`src/fsync_pkg.sv`:
```
`default_nettype none

package fsync_pkg;

  // ****************************************
  // Sizes
  // ****************************************

  localparam int unsigned N_CHILD    = 2;  // 0 is east, 1 is west
  localparam int unsigned AGGR_W     = 4;
  localparam int unsigned ID_W       = 2;
  localparam int unsigned N_IDS      = 4;  // Arrival table depth
  localparam int unsigned FIFO_DEPTH = 4;

  // ****************************************
  // Types
  // ****************************************

  // Barrier id, also the parent response payload
  typedef logic [ID_W-1:0] fsync_id_t;

  // Child request as stored in the RX FIFOs
  // aggr bit 0 set means the barrier ends at this level
  typedef struct packed {
    logic [AGGR_W-1:0] aggr;
    fsync_id_t         id;
  } fsync_req_t;

  // Control FSM states
  typedef enum logic [1:0] {
    IDLE,     // Pop one event
    LOOKUP,   // Update arrival table
    RESPOND,  // Pulse both child responses
    FORWARD   // Pulse request to parent
  } fsm_state_e;

endpackage

`default_nettype wire
```
`src/fsync_node.sv`:
```
`timescale 1ns/1ps
`default_nettype none

module fsync_node (
  input  wire logic                         clk_i,
  input  wire logic                         rst_ni,
  // Children
  input  wire logic [fsync_pkg::N_CHILD-1:0] req_valid_i,
  input  wire logic [fsync_pkg::AGGR_W-1:0]  req_aggr_i [fsync_pkg::N_CHILD],
  input  wire fsync_pkg::fsync_id_t          req_id_i [fsync_pkg::N_CHILD],
  output logic [fsync_pkg::N_CHILD-1:0]      rsp_valid_o,
  output fsync_pkg::fsync_id_t               rsp_id_o,
  // Parent
  output logic                               req_out_valid_o,
  output logic [fsync_pkg::AGGR_W-1:0]       req_out_aggr_o,
  output fsync_pkg::fsync_id_t               req_out_id_o,
  input  wire logic                          rsp_in_valid_i,
  input  wire fsync_pkg::fsync_id_t          rsp_in_id_i,
  output logic                               overflow_o
);

  import fsync_pkg::*;

  fsync_req_t          child_req [N_CHILD];
  fsync_req_t          rx_head [N_CHILD];
  logic [N_CHILD-1:0]  rx_empty;
  logic [N_CHILD-1:0]  rx_pop;
  logic [N_CHILD-1:0]  rx_ovf;

  fsync_req_t          arb_req;
  logic                arb_src;
  logic                arb_empty;
  logic                arb_take;

  fsync_id_t           prsp_id;
  logic                prsp_empty;
  logic                prsp_pop;
  logic                prsp_ovf;

  // ****************************************
  // Child RX FIFOs
  // ****************************************

  for (genvar i = 0; i < N_CHILD; i++) begin : gen_rx
    assign child_req[i] = '{aggr: req_aggr_i[i], id: req_id_i[i]};

    fsync_fifo #(
      .payload_t ( fsync_req_t ),
      .DEPTH     ( FIFO_DEPTH  )
    ) u_rx_fifo (
      .clk_i      ( clk_i          ),
      .rst_ni     ( rst_ni         ),
      .push_i     ( req_valid_i[i] ),
      .data_i     ( child_req[i]   ),
      .pop_i      ( rx_pop[i]      ),
      .data_o     ( rx_head[i]     ),
      .empty_o    ( rx_empty[i]    ),
      .overflow_o ( rx_ovf[i]      )
    );
  end

  fsync_rr_arbiter u_rr_arbiter (
    .clk_i       ( clk_i     ),
    .rst_ni      ( rst_ni    ),
    .empty_i     ( rx_empty  ),
    .req_i       ( rx_head   ),
    .take_i      ( arb_take  ),
    .pop_o       ( rx_pop    ),
    .req_o       ( arb_req   ),
    .src_o       ( arb_src   ),
    .req_empty_o ( arb_empty )
  );

  // Parent responses keep only the id
  fsync_fifo #(
    .payload_t ( fsync_id_t ),
    .DEPTH     ( FIFO_DEPTH )
  ) u_prsp_fifo (
    .clk_i      ( clk_i          ),
    .rst_ni     ( rst_ni         ),
    .push_i     ( rsp_in_valid_i ),
    .data_i     ( rsp_in_id_i    ),
    .pop_i      ( prsp_pop       ),
    .data_o     ( prsp_id        ),
    .empty_o    ( prsp_empty     ),
    .overflow_o ( prsp_ovf       )
  );

  fsync_barrier_fsm u_barrier_fsm (
    .clk_i           ( clk_i           ),
    .rst_ni          ( rst_ni          ),
    .req_empty_i     ( arb_empty       ),
    .req_i           ( arb_req         ),
    .src_i           ( arb_src         ),
    .take_o          ( arb_take        ),
    .prsp_empty_i    ( prsp_empty      ),
    .prsp_id_i       ( prsp_id         ),
    .prsp_pop_o      ( prsp_pop        ),
    .rsp_valid_o     ( rsp_valid_o     ),
    .rsp_id_o        ( rsp_id_o        ),
    .req_out_valid_o ( req_out_valid_o ),
    .req_out_aggr_o  ( req_out_aggr_o  ),
    .req_out_id_o    ( req_out_id_o    )
  );

  assign overflow_o = (|rx_ovf) | prsp_ovf;

endmodule

`default_nettype wire

```
`src/fsync_barrier_fsm.sv`:
```
`timescale 1ns/1ps
`default_nettype none

module fsync_barrier_fsm (
  input  wire logic                         clk_i,
  input  wire logic                         rst_ni,
  // Merged child requests
  input  wire logic                         req_empty_i,
  input  wire fsync_pkg::fsync_req_t        req_i,
  input  wire logic                         src_i,
  output logic                              take_o,
  // Parent response FIFO
  input  wire logic                         prsp_empty_i,
  input  wire fsync_pkg::fsync_id_t         prsp_id_i,
  output logic                              prsp_pop_o,
  // Responses to both children
  output logic [fsync_pkg::N_CHILD-1:0]     rsp_valid_o,
  output fsync_pkg::fsync_id_t              rsp_id_o,
  // Request to parent
  output logic                              req_out_valid_o,
  output logic [fsync_pkg::AGGR_W-1:0]      req_out_aggr_o,
  output fsync_pkg::fsync_id_t              req_out_id_o
);

  import fsync_pkg::*;

  fsm_state_e          state_q;
  fsm_state_e          state_d;

  // Latched event
  logic                evt_parent_q;
  fsync_id_t           evt_id_q;
  logic [AGGR_W-1:0]   evt_aggr_q;
  logic                evt_src_q;

  logic [N_CHILD-1:0]  arrived_q [N_IDS];  // One bit per child and id
  logic [N_CHILD-1:0]  entry_next;
  logic                all_arrived;

  // Arrival vector including the current child
  assign entry_next  = arrived_q[evt_id_q] | (N_CHILD'(1) << evt_src_q);
  assign all_arrived = &entry_next;

  // ****************************************
  // Next state and FIFO pops
  // ****************************************

  always_comb begin
    state_d    = state_q;
    take_o     = 1'b0;
    prsp_pop_o = 1'b0;
    unique case (state_q)
      IDLE: begin
        if (!prsp_empty_i) begin  // Parent responses first
          prsp_pop_o = 1'b1;
          state_d    = LOOKUP;
        end else if (!req_empty_i) begin
          take_o  = 1'b1;
          state_d = LOOKUP;
        end
      end
      LOOKUP: begin
        if (evt_parent_q) begin
          state_d = RESPOND;
        end else if (all_arrived) begin
          // Barrier ends here or climbs one level
          state_d = evt_aggr_q[0] ? RESPOND : FORWARD;
        end else begin
          state_d = IDLE;
        end
      end
      RESPOND: state_d = IDLE;
      FORWARD: state_d = IDLE;
      default: state_d = IDLE;
    endcase
  end

  always_ff @(posedge clk_i or negedge rst_ni) begin
    if (!rst_ni) begin
      state_q <= IDLE;
    end else begin
      state_q <= state_d;
    end
  end

  // Event payload, held stable until the next pop
  always_ff @(posedge clk_i) begin
    if (prsp_pop_o) begin
      evt_parent_q <= 1'b1;
      evt_id_q     <= prsp_id_i;
    end else if (take_o) begin
      evt_parent_q <= 1'b0;
      evt_id_q     <= req_i.id;
      evt_aggr_q   <= req_i.aggr;
      evt_src_q    <= src_i;
    end
  end

  // ****************************************
  // Arrival table
  // ****************************************

  always_ff @(posedge clk_i or negedge rst_ni) begin
    if (!rst_ni) begin
      for (int i = 0; i < N_IDS; i++) begin
        arrived_q[i] <= '0;
      end
    end else if (state_q == LOOKUP && !evt_parent_q) begin
      if (all_arrived) begin
        arrived_q[evt_id_q] <= '0;  // Barrier complete, free the entry
      end else begin
        arrived_q[evt_id_q] <= entry_next;  // Duplicates leave it unchanged
      end
    end
  end

  // ****************************************
  // Output strobes
  // ****************************************

  always_ff @(posedge clk_i or negedge rst_ni) begin
    if (!rst_ni) begin
      rsp_valid_o     <= '0;
      req_out_valid_o <= 1'b0;
    end else begin
      rsp_valid_o     <= {N_CHILD{state_d == RESPOND}};
      req_out_valid_o <= (state_d == FORWARD);
    end
  end

  assign rsp_id_o       = evt_id_q;
  assign req_out_id_o   = evt_id_q;
  assign req_out_aggr_o = evt_aggr_q >> 1;  // One level consumed

  // A completed barrier never stays in the table
  a_entry_freed: assert property (@(posedge clk_i) disable iff (!rst_ni)
    (state_q == LOOKUP && !evt_parent_q) |-> !(&arrived_q[evt_id_q]))
    else $error("fsync_barrier_fsm: completed barrier left in arrival table");

endmodule

`default_nettype wire

```
`src/fsync_rr_arbiter.sv`:
```
`timescale 1ns/1ps
`default_nettype none

module fsync_rr_arbiter (
  input  wire logic                          clk_i,
  input  wire logic                          rst_ni,
  input  wire logic [fsync_pkg::N_CHILD-1:0] empty_i,
  input  wire fsync_pkg::fsync_req_t         req_i [fsync_pkg::N_CHILD],
  input  wire logic                          take_i,
  output logic [fsync_pkg::N_CHILD-1:0]      pop_o,
  output fsync_pkg::fsync_req_t              req_o,
  output logic                               src_o,
  output logic                               req_empty_o
);

  import fsync_pkg::*;

  logic ptr_q;      // Highest priority port, starts on east
  logic grant_idx;
  logic cand;
  logic found;

  // First non-empty port at or after the pointer
  always_comb begin
    grant_idx = ptr_q;
    found     = 1'b0;
    for (int off = 0; off < N_CHILD; off++) begin
      cand = 1'((int'(ptr_q) + off) % N_CHILD);
      if (!found && !empty_i[cand]) begin
        grant_idx = cand;
        found     = 1'b1;
      end
    end
  end

  always_comb begin
    for (int i = 0; i < N_CHILD; i++) begin
      pop_o[i] = take_i && found && (int'(grant_idx) == i);
    end
  end

  assign req_o       = req_i[grant_idx];
  assign src_o       = grant_idx;
  assign req_empty_o = &empty_i;

  // Move past the granted port on every take
  always_ff @(posedge clk_i or negedge rst_ni) begin
    if (!rst_ni) begin
      ptr_q <= 1'b0;
    end else if (take_i && found) begin
      ptr_q <= 1'((int'(grant_idx) + 1) % N_CHILD);
    end
  end

  // Consumer takes only when a request is pending
  a_take_when_req: assert property (@(posedge clk_i) disable iff (!rst_ni)
    take_i |-> !req_empty_o)
    else $error("fsync_rr_arbiter: take with no pending request");

endmodule

`default_nettype wire

```
`src/fsync_fifo.sv`:
```
`timescale 1ns/1ps
`default_nettype none

module fsync_fifo #(
  parameter type         payload_t = logic,
  parameter int unsigned DEPTH     = 4
) (
  input  wire logic     clk_i,
  input  wire logic     rst_ni,
  input  wire logic     push_i,
  input  wire payload_t data_i,
  input  wire logic     pop_i,
  output payload_t      data_o,
  output logic          empty_o,
  output logic          overflow_o
);

  payload_t                     mem_q [DEPTH];
  logic [$clog2(DEPTH)-1:0]     wr_ptr_q;
  logic [$clog2(DEPTH)-1:0]     rd_ptr_q;
  logic [$clog2(DEPTH+1)-1:0]   count_q;
  logic                         full;
  logic                         do_push;
  logic                         do_pop;

  assign full    = (count_q == $bits(count_q)'(DEPTH));
  assign empty_o = (count_q == '0);
  assign do_push = push_i && !full;   // No back-pressure, drop when full
  assign do_pop  = pop_i && !empty_o;

  assign data_o = mem_q[rd_ptr_q];  // Head is visible without a pop

  // ****************************************
  // Pointers and fill count
  // ****************************************

  always_ff @(posedge clk_i or negedge rst_ni) begin
    if (!rst_ni) begin
      wr_ptr_q <= '0;
      rd_ptr_q <= '0;
      count_q  <= '0;
    end else begin
      if (do_push) begin
        wr_ptr_q <= (wr_ptr_q == $bits(wr_ptr_q)'(DEPTH - 1)) ? '0 : wr_ptr_q + 1'b1;
      end
      if (do_pop) begin
        rd_ptr_q <= (rd_ptr_q == $bits(rd_ptr_q)'(DEPTH - 1)) ? '0 : rd_ptr_q + 1'b1;
      end
      case ({do_push, do_pop})
        2'b10:   count_q <= count_q + 1'b1;
        2'b01:   count_q <= count_q - 1'b1;
        default: count_q <= count_q;  // Idle or push and pop together
      endcase
    end
  end

  always_ff @(posedge clk_i) begin
    if (do_push) begin
      mem_q[wr_ptr_q] <= data_i;
    end
  end

  // Sticky until reset
  always_ff @(posedge clk_i or negedge rst_ni) begin
    if (!rst_ni) begin
      overflow_o <= 1'b0;
    end else if (push_i && full) begin
      overflow_o <= 1'b1;
    end
  end

  // Consumer must only pop a non-empty FIFO
  a_no_pop_empty: assert property (@(posedge clk_i) disable iff (!rst_ni)
    !(pop_i && empty_o))
    else $error("fsync_fifo: pop while empty");

endmodule

`default_nettype wire

```
`config.mk`:
```
export PLATFORM = sky130hd
export DESIGN_NAME = fsync_node
export DESIGN_NICKNAME = d
export VERILOG_FILES = /design/src/fsync_pkg.sv /design/src/fsync_node.sv /design/src/fsync_barrier_fsm.sv /design/src/fsync_rr_arbiter.sv /design/src/fsync_fifo.sv
export SDC_FILE = /design/constraint.sdc
export NUM_CORES = 1
export LEC_CHECK = 0
export BUFFER_PORTS_ARGS = -buffer_cell sky130_fd_sc_hd__buf_2
export CORE_MARGIN = 3
export CORE_UTILIZATION = 28
export CTS_CLUSTER_SIZE = 10
export DETAILED_ROUTE_END_ITERATION = 12
export GPL_ROUTABILITY_DRIVEN = 1
export SETUP_SLACK_MARGIN = 0.2
export SLEW_MARGIN = 40
export SYNTH_ARGS = -nofsm -noshare
export SYNTH_HDL_FRONTEND = slang
export SYNTH_SLANG_ARGS = --single-unit
```
`constraint.sdc`:
```
create_clock -name clk_i -period 3.1 [get_ports clk_i]
set_clock_uncertainty 0.05 [all_clocks]
set_input_delay 0.465 -clock clk_i [delete_from_list [all_inputs] [get_ports clk_i]]
set_output_delay 0.465 -clock clk_i [all_outputs]
set_load 0.005 [all_outputs]
```
==> reports/metrics.cfg, run 1 <==
[die]
die_w_um = 133
coreArea_mm2 = 0.0155
pin_count = 31
placementRows = 45
die_h_um = 133
dieArea_mm2 = 0.0176
start_util_pct = 29.1

[cells_and_area]
nFillCells = 1512
drive_above_1_share_pct = 24.4
diodes = 0
seq_area_mm2 = 0.00284
fin_nets = 355
area_growth_pct = 14.2
multi_input_area_mm2 = 0.00147
final_util_pct = 33.2

[logic_synthesis]
syn-cell-area_mm2 = 0.00450
synthCells = 287
syn_area_per_cell_um2 = 15.7
seq_area_frac_synth_pct = 63.1
ys_types = 42
synth_seq_cells = 101
yosysWarnings = 0
synthesis.nets = 327

[routing]
drt_iter0_drc = 108
viasPerCell = 4.30
wl_met3_um = 286
ant_nets = 0
wl_met2_um = 3810
dr.max_layer_used = met4
drt_first_pass_iters = 4
drc = 0
wl_per_cell_um = 14.4
wl_met1_um = 3440
via_count = 2284
wl_um = 7620

[worst_setup_path]
cp-start-kind = register
path_buf_inv = 2
crit_chain = or3_4 -> a211o_2 -> inv_1 -> ha_1 -> inv_1 -> fa_1 -> xor2_1 -> nor2_1 -> xor2_1
crit_path_top_delay_cell = dfrtp_1
crit_type = reg -> reg
slowest_delay_ps = 430
cp.depth = 9
worstPathArrival_ps = 2720
cpLargestDelayFamily = adder cells
worstPathMaxFanout = 5
worstPathRequired_ps = 3310
crit_path_end_kind = register
r2r_cells = 9

[sta]
rsz0062_at_grt = no
hold_viol = 0
fmax_ghz = 0.398
setup_tns_ps = 0
setup_viol = 0
fin_crit_ps = 2510
setup_ws_ps = 590
max_slew_margin_pct = 61.0
holdWs_ps = 36.1
drv_slew = 0
tightest_slew_ps = 584
min_period_over_period_pct = 81.0

[cts]
numClockSinks = 101
clock_latency_ps = 340
cts_resized = 0
clockBufferDepth = 2
htreeDepth = 3
post_cts_buffers = 0
holdBufCountCts = 0
clkTransAtPathRegs_ps = 70
cts_tree = done
numCtsBuffers = 9
cts_root_buf = clkbuf_16

[placement]
place_hpwl_um = 5570
port_buffers = 29
place_congestion = 0.714
place_worst_setup_slack_ps = 596

[global_route]
grt_start_max_net_pins = 38
grt_pass1_wl_um = 12600
grt_pass1_vias = 2394
antenna_found_initial = 0
grt_remaining_overflow = 0
gr-usage-all-layers_pct = 9.17

[power_and_ir_drop]
power_density_mw_per_mm2 = 968
max-vdd-ir-drop_mv = 0.391
total_leakage_power_nw = 2.04

[outcome]
status = complete, no violations

[run]
maxCapViolations = 0

[hold_path]
hold_class = in -> async

[report_power, final]
group	switching (mW)	leakage [nW]	internal [mW]
Combinational	0.719	0.848	0.774
Sequential	0.357	1.03	1.89
Clock	0.475	0.161	0.758
Total	1.55	2.04	3.42
[layer usage]
metal | up-vias | track usage [%]
li1 | 1087 | -
met1 | 1154 | 11.4
met2 | 36 | 15.5
met3 | 7 | 2.62
met4 | 0 | 2.94
met5 | - | 0
[sequential cells by signal (all words and copies together), names as in the netlist, 3 cells and up]
register	cells
u_barrier_fsm.arrived_q	8
u_prsp_fifo.count_q	3
gen_rx.u_rx_fifo.count_q	6
gen_rx.u_rx_fifo.mem_q	48
gen_rx.u_rx_fifo.wr_ptr_q	4
u_barrier_fsm.evt_aggr_q	4
gen_rx.u_rx_fifo.rd_ptr_q	4
u_prsp_fifo.mem_q	8
[layout make-up]
class | instances | area share [%]
flip-flops and latches | 101 | 55.2
repair buffers | 29 | 2.87
multi-input cells | 151 | 28.6
clock buffers | 11 | 4.94
clock inverters | 5 | 1.58
well taps | 211 | 5.14
inverters | 23 | 1.68
[cell usage after synthesis]
library cell	n	share of area [%]
nor2_1	15	1.3
a21o_1	2	0.33
and2_1	12	1.7
mux4_1	6	3.5
nor4_1	1	0.14
clkdlybuf4s50_2	2	0.50
nor4b_1	1	0.19
nand2_1	14	1.2
or3_1	2	0.28
o21bai_1	1	0.17
mux4_2	10	5.0
a31o_2	3	0.58
mux2i_1	3	0.67
xor2_1	6	1.2
inv_1	23	1.9
a211o_2	1	0.22
o2111ai_1	1	0.19
maj3_4	1	0.31
mux2_4	6	2.0
o21ai_0	9	1.0
nor2b_1	2	0.28
nand4_1	1	0.14
a21boi_1	3	0.50
a21oi_1	4	0.44
nand2b_1	2	0.28
dfrtp_1	37	21
edfxtp_1	63	42
a211o_1	1	0.19
xnor2_1	3	0.58
conb_1	1	0.083
dfxtp_1	1	0.44
buf_2	1	0.11
clkbuf_8	2	0.61
nor3_1	5	0.56
mux2_2	10	2.5
or2_2	1	0.14
fa_1	3	1.3
o22ai_1	1	0.14
ha_1	18	5.0
nor3_4	1	0.36
buf_4	7	1.2
or3_4	1	0.25
[worst reg2reg max path: stages (launching register included)]
cell and delay (ps):
dfrtp_1 430, or3_4 420, a211o_2 390, inv_1 80
ha_1 180, inv_1 70, fa_1 420, xor2_1 150
nor2_1 110, xor2_1 150
[layout by cell type, fill, tap and decap left out, types with 2 or more instances in the layout]
cell type,count
buf_2,28
nor2b_1,2
a21o_1,2
inv_1,23
nor3_1,5
ha_1,18
xnor2_1,3
edfxtp_1,63
mux2i_1,3
and2_1,12
bufinv_16,2
mux4_2,10
mux4_1,6
nand2b_1,2
or3_1,2
clkbuf_16,10
o21ai_0,9
a21boi_1,3
a21oi_1,4
nor2_1,15
mux2_2,10
mux2_4,6
nand2_1,14
dfrtp_1,37
fa_1,3
a31o_2,3
xor2_1,6
[final timing paths]
| path | start | end | slack, ps |
|---|---|---|---|
| max in group asynchronous | rst_ni | gen_rx[0].u_rx_fifo.wr_ptr_q[0]$_DFFE_PN0P_ | 2600 |
| setup / recovery | gen_rx[1].u_rx_fifo.count_q[2]$_DFFE_PN0P_ | gen_rx[0].u_rx_fifo.count_q[2]$_DFFE_PN0P_ | 590 |
| hold reg to reg | u_prsp_fifo.overflow_o$_DFFE_PN0P_ | u_prsp_fifo.overflow_o$_DFFE_PN0P_ | 430 |
| min in group clk_i | req_aggr_i[1] | gen_rx[1].u_rx_fifo.mem_q[1][3]$_DFFE_PP_ | 290 |
| setup reg to reg | gen_rx[1].u_rx_fifo.count_q[2]$_DFFE_PN0P_ | gen_rx[0].u_rx_fifo.count_q[2]$_DFFE_PN0P_ | 590 |
| hold / removal | rst_ni | u_prsp_fifo.rd_ptr_q[0]$_DFFE_PN0P_ | 40 |
[cells by family (layout without fill, tap and decap cells)]
family                     Yosys count  count (layout)  synth area share (%)
and+or+nand+nor                     58              58                  6.70
AOI/OAI and AO/OA                   26              26                  3.78
xor gates and xnor gates             9               9                  1.75
other                                1               1                0.0833
buffers and inverters               35              68                  4.31
DFF                                101             101                  63.1
adders and majority gates           22              22                  6.64
muxes                               35              35                  13.7
[through the flow]
step	cells	power, mW	instance area (µm²)
CTS	531	5.05	5140
floorplan	287	3.43	4500
detailed placement	515	3.81	4800
global placement	515	3.73	4800
finish	531	4.97	5140
global route	531	5.32	5140
Power figures use the tool's default switching activity.
==> run 2, diff against run 1 <==
- clock period: 3.1 -> 2.13 ns (I/O delays scaled with it)
==> run 2 against run 1 <==
The flow now finishes with violations (negative setup slack). Flip-flop and latch count stayed put. Utilization is 2.5 points higher. Sequential share of layout area is 3.8 points lower. Design area is 7.5% higher. Wire length is 4.8% higher. Clock power is 33% higher. Non-clock buffer count is 37 higher. Final cell count is 7.0% higher. Global-route usage is 0.45 points higher.
==> reports/metrics.cfg, run 2 (synthesis results as in run 1) <==
[outcome]
status = finished with violations
violations = negative setup slack

[worst_setup_path]
regToRegStartpoint = gen_rx[1].u_rx_fifo.count_q[2]$_DFFE_PN0P_
crit_path_top_delay_cell = or3_4
worstPathRequired_ps = 2340
slowest_delay_ps = 400
crit_path_end_kind = register
crit_chain = or3_4 -> a211o_4 -> inv_2 -> ha_4 -> inv_2 -> fa_2 -> xor2_1 -> nor2_1 -> xor2_1
worstPathArrival_ps = 2410
crit_type = reg -> reg
crit_start = gen_rx[1].u_rx_fifo.count_q[2]$_DFFE_PN0P_
worstPathMaxFanout = 2
cp-start-kind = register
r2r_cells = 9

[die]
pin_count = 31
dieArea_mm2 = 0.0176
placementRows = 45
die_h_um = 133
die_w_um = 133
start_util_pct = 29.1
coreArea_mm2 = 0.0155

[cells_and_area]
regMostFlops = gen_rx.u_rx_fifo.mem_q
nFillCells = 1473
area_growth_pct = 22.7
largest_register_ffs = 48
diodes = 0
top_regs = gen_rx.u_rx_fifo.mem_q (48), u_barrier_fsm.arrived_q (8), u_prsp_fifo.mem_q (8)
final_common_cell = edfxtp_1
mostFrequentLayoutCells = edfxtp_1, dfrtp_1, buf_4, buf_2, inv_1
final_util_pct = 35.7
fin_nets = 392
instances_no_fill = 568
drive_above_1_share_pct = 39.5

[sta]
setup_viol = 8
setup_ws_ps = -62.6
fmax_ghz = 0.456
tightest_slew_ps = 603
drv_slew = 0
min_period_over_period_pct = 103
hold_viol = 0
fin_crit_ps = 2190
rsz0062_at_grt = yes
max_slew_margin_pct = 59.8

[power_and_ir_drop]
power_density_mw_per_mm2 = 1410
total_leakage_power_nw = 2.22
max-vdd-ir-drop_mv = 0.542

[placement]
port_buffers = 29
place_congestion = 0.709
dp.cells = 535
place_worst_setup_slack_ps = -144
place_hpwl_um = 5710

[hold_path]
hold_class = in -> reg
hold-path-cell-count = 1
min_from = req_aggr_i[5]

[routing]
viasPerCell = 4.24
wl_um = 7990
ant_nets = 0
drt_iter0_drc = 89
via_count = 2408
drt_first_pass_iters = 4
drc = 0
wl_per_cell_um = 14.1

[global_route]
gr-usage-all-layers_pct = 9.63
grt_pass1_vias = 2643
use_met1_pct = 11.3
grt_pass1_wl_um = 13300
grt_start_max_net_pins = 38
gr-max-usage-layer = met2
use_met3_pct = 2.66
grt_remaining_overflow = 0
grt_use_met2_pct = 17.0
antenna_found_initial = 0

[cts]
numCtsBuffers = 9
clkTransAtPathRegs_ps = 70
cts_root_buf = clkbuf_16
numClockSinks = 101
clock_latency_ps = 340
clockBufferDepth = 2
htreeDepth = 3
cts_tree = done

[run]
maxCapViolations = 0

run 2: changes by cell type in the layout (fill, tap and decap cells not counted), sizes merged:
cell	change
bufinv	-1
clkinv	+1
clkbuf	-2
clkinvlp	+1
inv	+1
buf	+36
dlygate4sd3	+1
run 2: path summary, 6_finish.rpt:
kind | slack, ps | endpoint
max | -60 | gen_rx[0].u_rx_fifo.count_q[2]$_DFFE_PN0P_
min | 140 | gen_rx[0].u_rx_fifo.mem_q[1][3]$_DFFE_PP_
max reg2reg | -60 | gen_rx[0].u_rx_fifo.count_q[2]$_DFFE_PN0P_
min reg2reg | 410 | gen_rx[0].u_rx_fifo.overflow_o$_DFFE_PN0P_
max in group asynchronous | 1140 | u_barrier_fsm.arrived_q[4]$_DFFE_PN0P_
min in group asynchronous | 520 | u_prsp_fifo.rd_ptr_q[1]$_DFFE_PN0P_
run 2: area by class of cell:
| cell class | count | area (µm²) | area share [%] |
|---|---|---|---|
| repair buffers | 66 | 444 | 8.04 |
| multi-input cells | 151 | 1590 | 28.9 |
| well taps | 211 | 264 | 4.78 |
| inverters | 23 | 86.3 | 1.56 |
| flip-flops and latches | 101 | 2840 | 51.4 |
| clock buffers | 9 | 225 | 4.08 |
| clock inverters | 7 | 72.6 | 1.31 |
run 2: timing repair:
item,CTS,global route
setup endpoints to repair,11,23
pin swaps,13,10
hold buffers,1,0
cloned,0,0
buffers inserted,10,6
endpoints found under the hold margin,21,0
gates resized for setup,15,15
run 2: power by group:
group	leakage, nW	switching [mW]	internal [mW]
registers	1.03	0.478	2.75
clock network	0.142	0.723	0.915
logic	1.04	1.32	1.60
run 2: through the flow:
step / setup TNS, ps / area, µm² / total power [mW] / hold WS [ps]
floorplan: -75.0 / 4530 / 5.04 / -26.1
global placement: -51.6 / 4980 / 5.67 / 352
detailed placement: -233 / 4980 / 5.80 / 362
CTS: -93.8 / 5420 / 7.66 / 131
global route: -790 / 5520 / 8.34 / 134
finish: -308 / 5520 / 7.79 / 145
run 2: layer usage:
| layer | vias up | wire, µm |
|---|---|---|
| met5 | - | 0 |
| met4 | 0 | 134 |
| met3 | 11 | 277 |
| met2 | 41 | 4200 |
| met1 | 1194 | 3370 |
| li1 | 1162 | - |
run 2: critical path, delay by kind of cell (launching register included):
kind                       cells  cell delay, ps
and+or+nand+nor                2             510
xor gates and xnor gates       2             300
adders and majority gates      2             440
buffers and inverters          2              90
AOI/OAI and AO/OA              1             330
DFF                            1             380
==> run 3, diff against run 2 <==
- BUFFER_PORTS_ARGS: -buffer_cell sky130_fd_sc_hd__buf_2 -> unset
- DONT_BUFFER_PORTS: unset -> 1
==> run 3 against run 2 <==
The flow still finishes with violations (negative setup slack). Design area decreased by 2.0%. Die area unchanged. Flip-flop and latch count unchanged. Wire length down 3.0%. First-iteration DRC count fell by 3.4%. Sequential power is essentially flat. Clock-buffer cell count is 1 higher. Critical endpoint unchanged. Highest routed layer unchanged.
==> reports/metrics.cfg, run 3 (synthesis results as in run 1) <==
[worst_setup_path]
worstPathRequired_ps = 2340
regToRegStartpoint = gen_rx[1].u_rx_fifo.count_q[1]$_DFFE_PN0P_
crit_start = gen_rx[1].u_rx_fifo.count_q[1]$_DFFE_PN0P_
crit_type = reg -> reg
cp-start-kind = register
worstPathMaxFanout = 2
worstPathArrival_ps = 2410
crit_path_end_kind = register

[hold_path]
min_from = req_aggr_i[1]
hold_class = in -> reg

[routing]
wl_um = 7750
via_count = 2322
wl_per_cell_um = 14.3
drc = 0
drt_first_pass_iters = 4
ant_nets = 0
viasPerCell = 4.30
drt_iter0_drc = 86

[cts]
clock_latency_ps = 340
htreeDepth = 3
numCtsBuffers = 9
cts_root_buf = clkbuf_16
clockBufferDepth = 2
cts_tree = done
numClockSinks = 101
clkTransAtPathRegs_ps = 60

[placement]
place_hpwl_um = 5440
dp.cells = 507
port_buffers = 0
place_congestion = 0.725

[sta]
rsz0062_at_grt = yes
max_slew_margin_pct = 61.0
setup_viol = 1
min_period_over_period_pct = 103
tightest_slew_ps = 585
holdWs_ps = 25.1
setup_ws_ps = -73.3
fmax_ghz = 0.454
drv_slew = 0
fin_crit_ps = 2200
hold_viol = 0

[die]
start_util_pct = 29.1
coreArea_mm2 = 0.0155
pin_count = 31
dieArea_mm2 = 0.0176
die_h_um = 133
placementRows = 45
die_w_um = 133

[global_route]
grt_pass1_vias = 2379
grt_pass1_wl_um = 12400
grt_start_max_net_pins = 38
gr-usage-all-layers_pct = 9.16
grt_remaining_overflow = 0
antenna_found_initial = 0

[cells_and_area]
area_growth_pct = 20.2
top_regs = gen_rx.u_rx_fifo.mem_q (48), u_barrier_fsm.arrived_q (8), u_prsp_fifo.mem_q (8)
drive_above_1_share_pct = 30.4
mostFrequentLayoutCells = edfxtp_1, dfrtp_1, buf_4, inv_1, ha_1
regMostFlops = gen_rx.u_rx_fifo.mem_q
largest_register_ffs = 48
fin_nets = 364
instances_no_fill = 540
final_common_cell = edfxtp_1
diodes = 0
final_util_pct = 34.9

[power_and_ir_drop]
power_density_mw_per_mm2 = 1420
max-vdd-ir-drop_mv = 0.511
total_leakage_power_nw = 2.11
finalPower_mw = 7.66

[outcome]
violations = negative setup slack
status = finished with violations

[run]
maxCapViolations = 0

## run 3: timing repair
item,in CTS,in global routing
hold buffers,2,7
gates resized for setup,14,10
endpoints found under the setup margin,11,12
pin swaps,11,12
buffers inserted,3,5
hold endpoints to repair,37,24
## run 3: layout make-up
type	instances	area (µm²)
fill	1486	10100
sequential	101	2840
timing repair buffer	38	337
clock buffer	10	229
inverter	23	86.3
clock inverter	6	87.6
tap	211	264
multi-input combinational	151	1570
## run 3: final timing paths
check / slack, ps / cells past startpoint / endpoint
worst max-delay path: -70 / 9 / gen_rx[0].u_rx_fifo.count_q[2]$_DFFE_PN0P_
worst max register to register: -70 / 9 / gen_rx[0].u_rx_fifo.count_q[2]$_DFFE_PN0P_
worst min-delay path: 30 / 0 / gen_rx[1].u_rx_fifo.mem_q[2][3]$_DFFE_PP_
min in group asynchronous: 400 / 2 / u_prsp_fifo.wr_ptr_q[0]$_DFFE_PN0P_
worst min register to register: 410 / 1 / gen_rx[1].u_rx_fifo.overflow_o$_DFFE_PN0P_
max in group asynchronous: 1430 / 2 / u_prsp_fifo.rd_ptr_q[0]$_DFFE_PN0P_
## run 3: report_power, final
group / internal [mW] / total (mW) / leakage, nW / switching [mW]
combinational: 1.47 / 2.70 / 0.918 / 1.24
sequential: 2.75 / 3.24 / 1.03 / 0.486
clock: 1.03 / 1.72 / 0.157 / 0.686
total: 5.25 / 7.66 / 2.11 / 2.41
## run 3: critical path, cell delays in order, from the launching register on
cell	delay [ps]
dfrtp_1	380
or3_4	400
a211o_4	340
inv_2	60
ha_4	120
inv_2	30
fa_2	330
xor2_1	150
nor2_1	120
xor2_1	150
## run 3: routing by layer
layer  global-route usage [%]  up-vias  share of wire, %
met5                        0        -                 0
met4                     2.08        0              0.88
met3                     4.07        7               4.5
met2                     15.2       32                51
met1                     11.0     1172                44
li1                         -     1111                 -
## run 3: stage by stage
step                      TNS [ps]  area [µm²]  worst slack [ps]
after global routing          -246        5410              -145
after global placement       -45.9        4840             -45.9
after floorplan              -75.0        4530             -75.0
final                        -73.3        5410             -73.3
after CTS                    -70.4        5260             -70.4
after detailed placement      -207        4840              -135
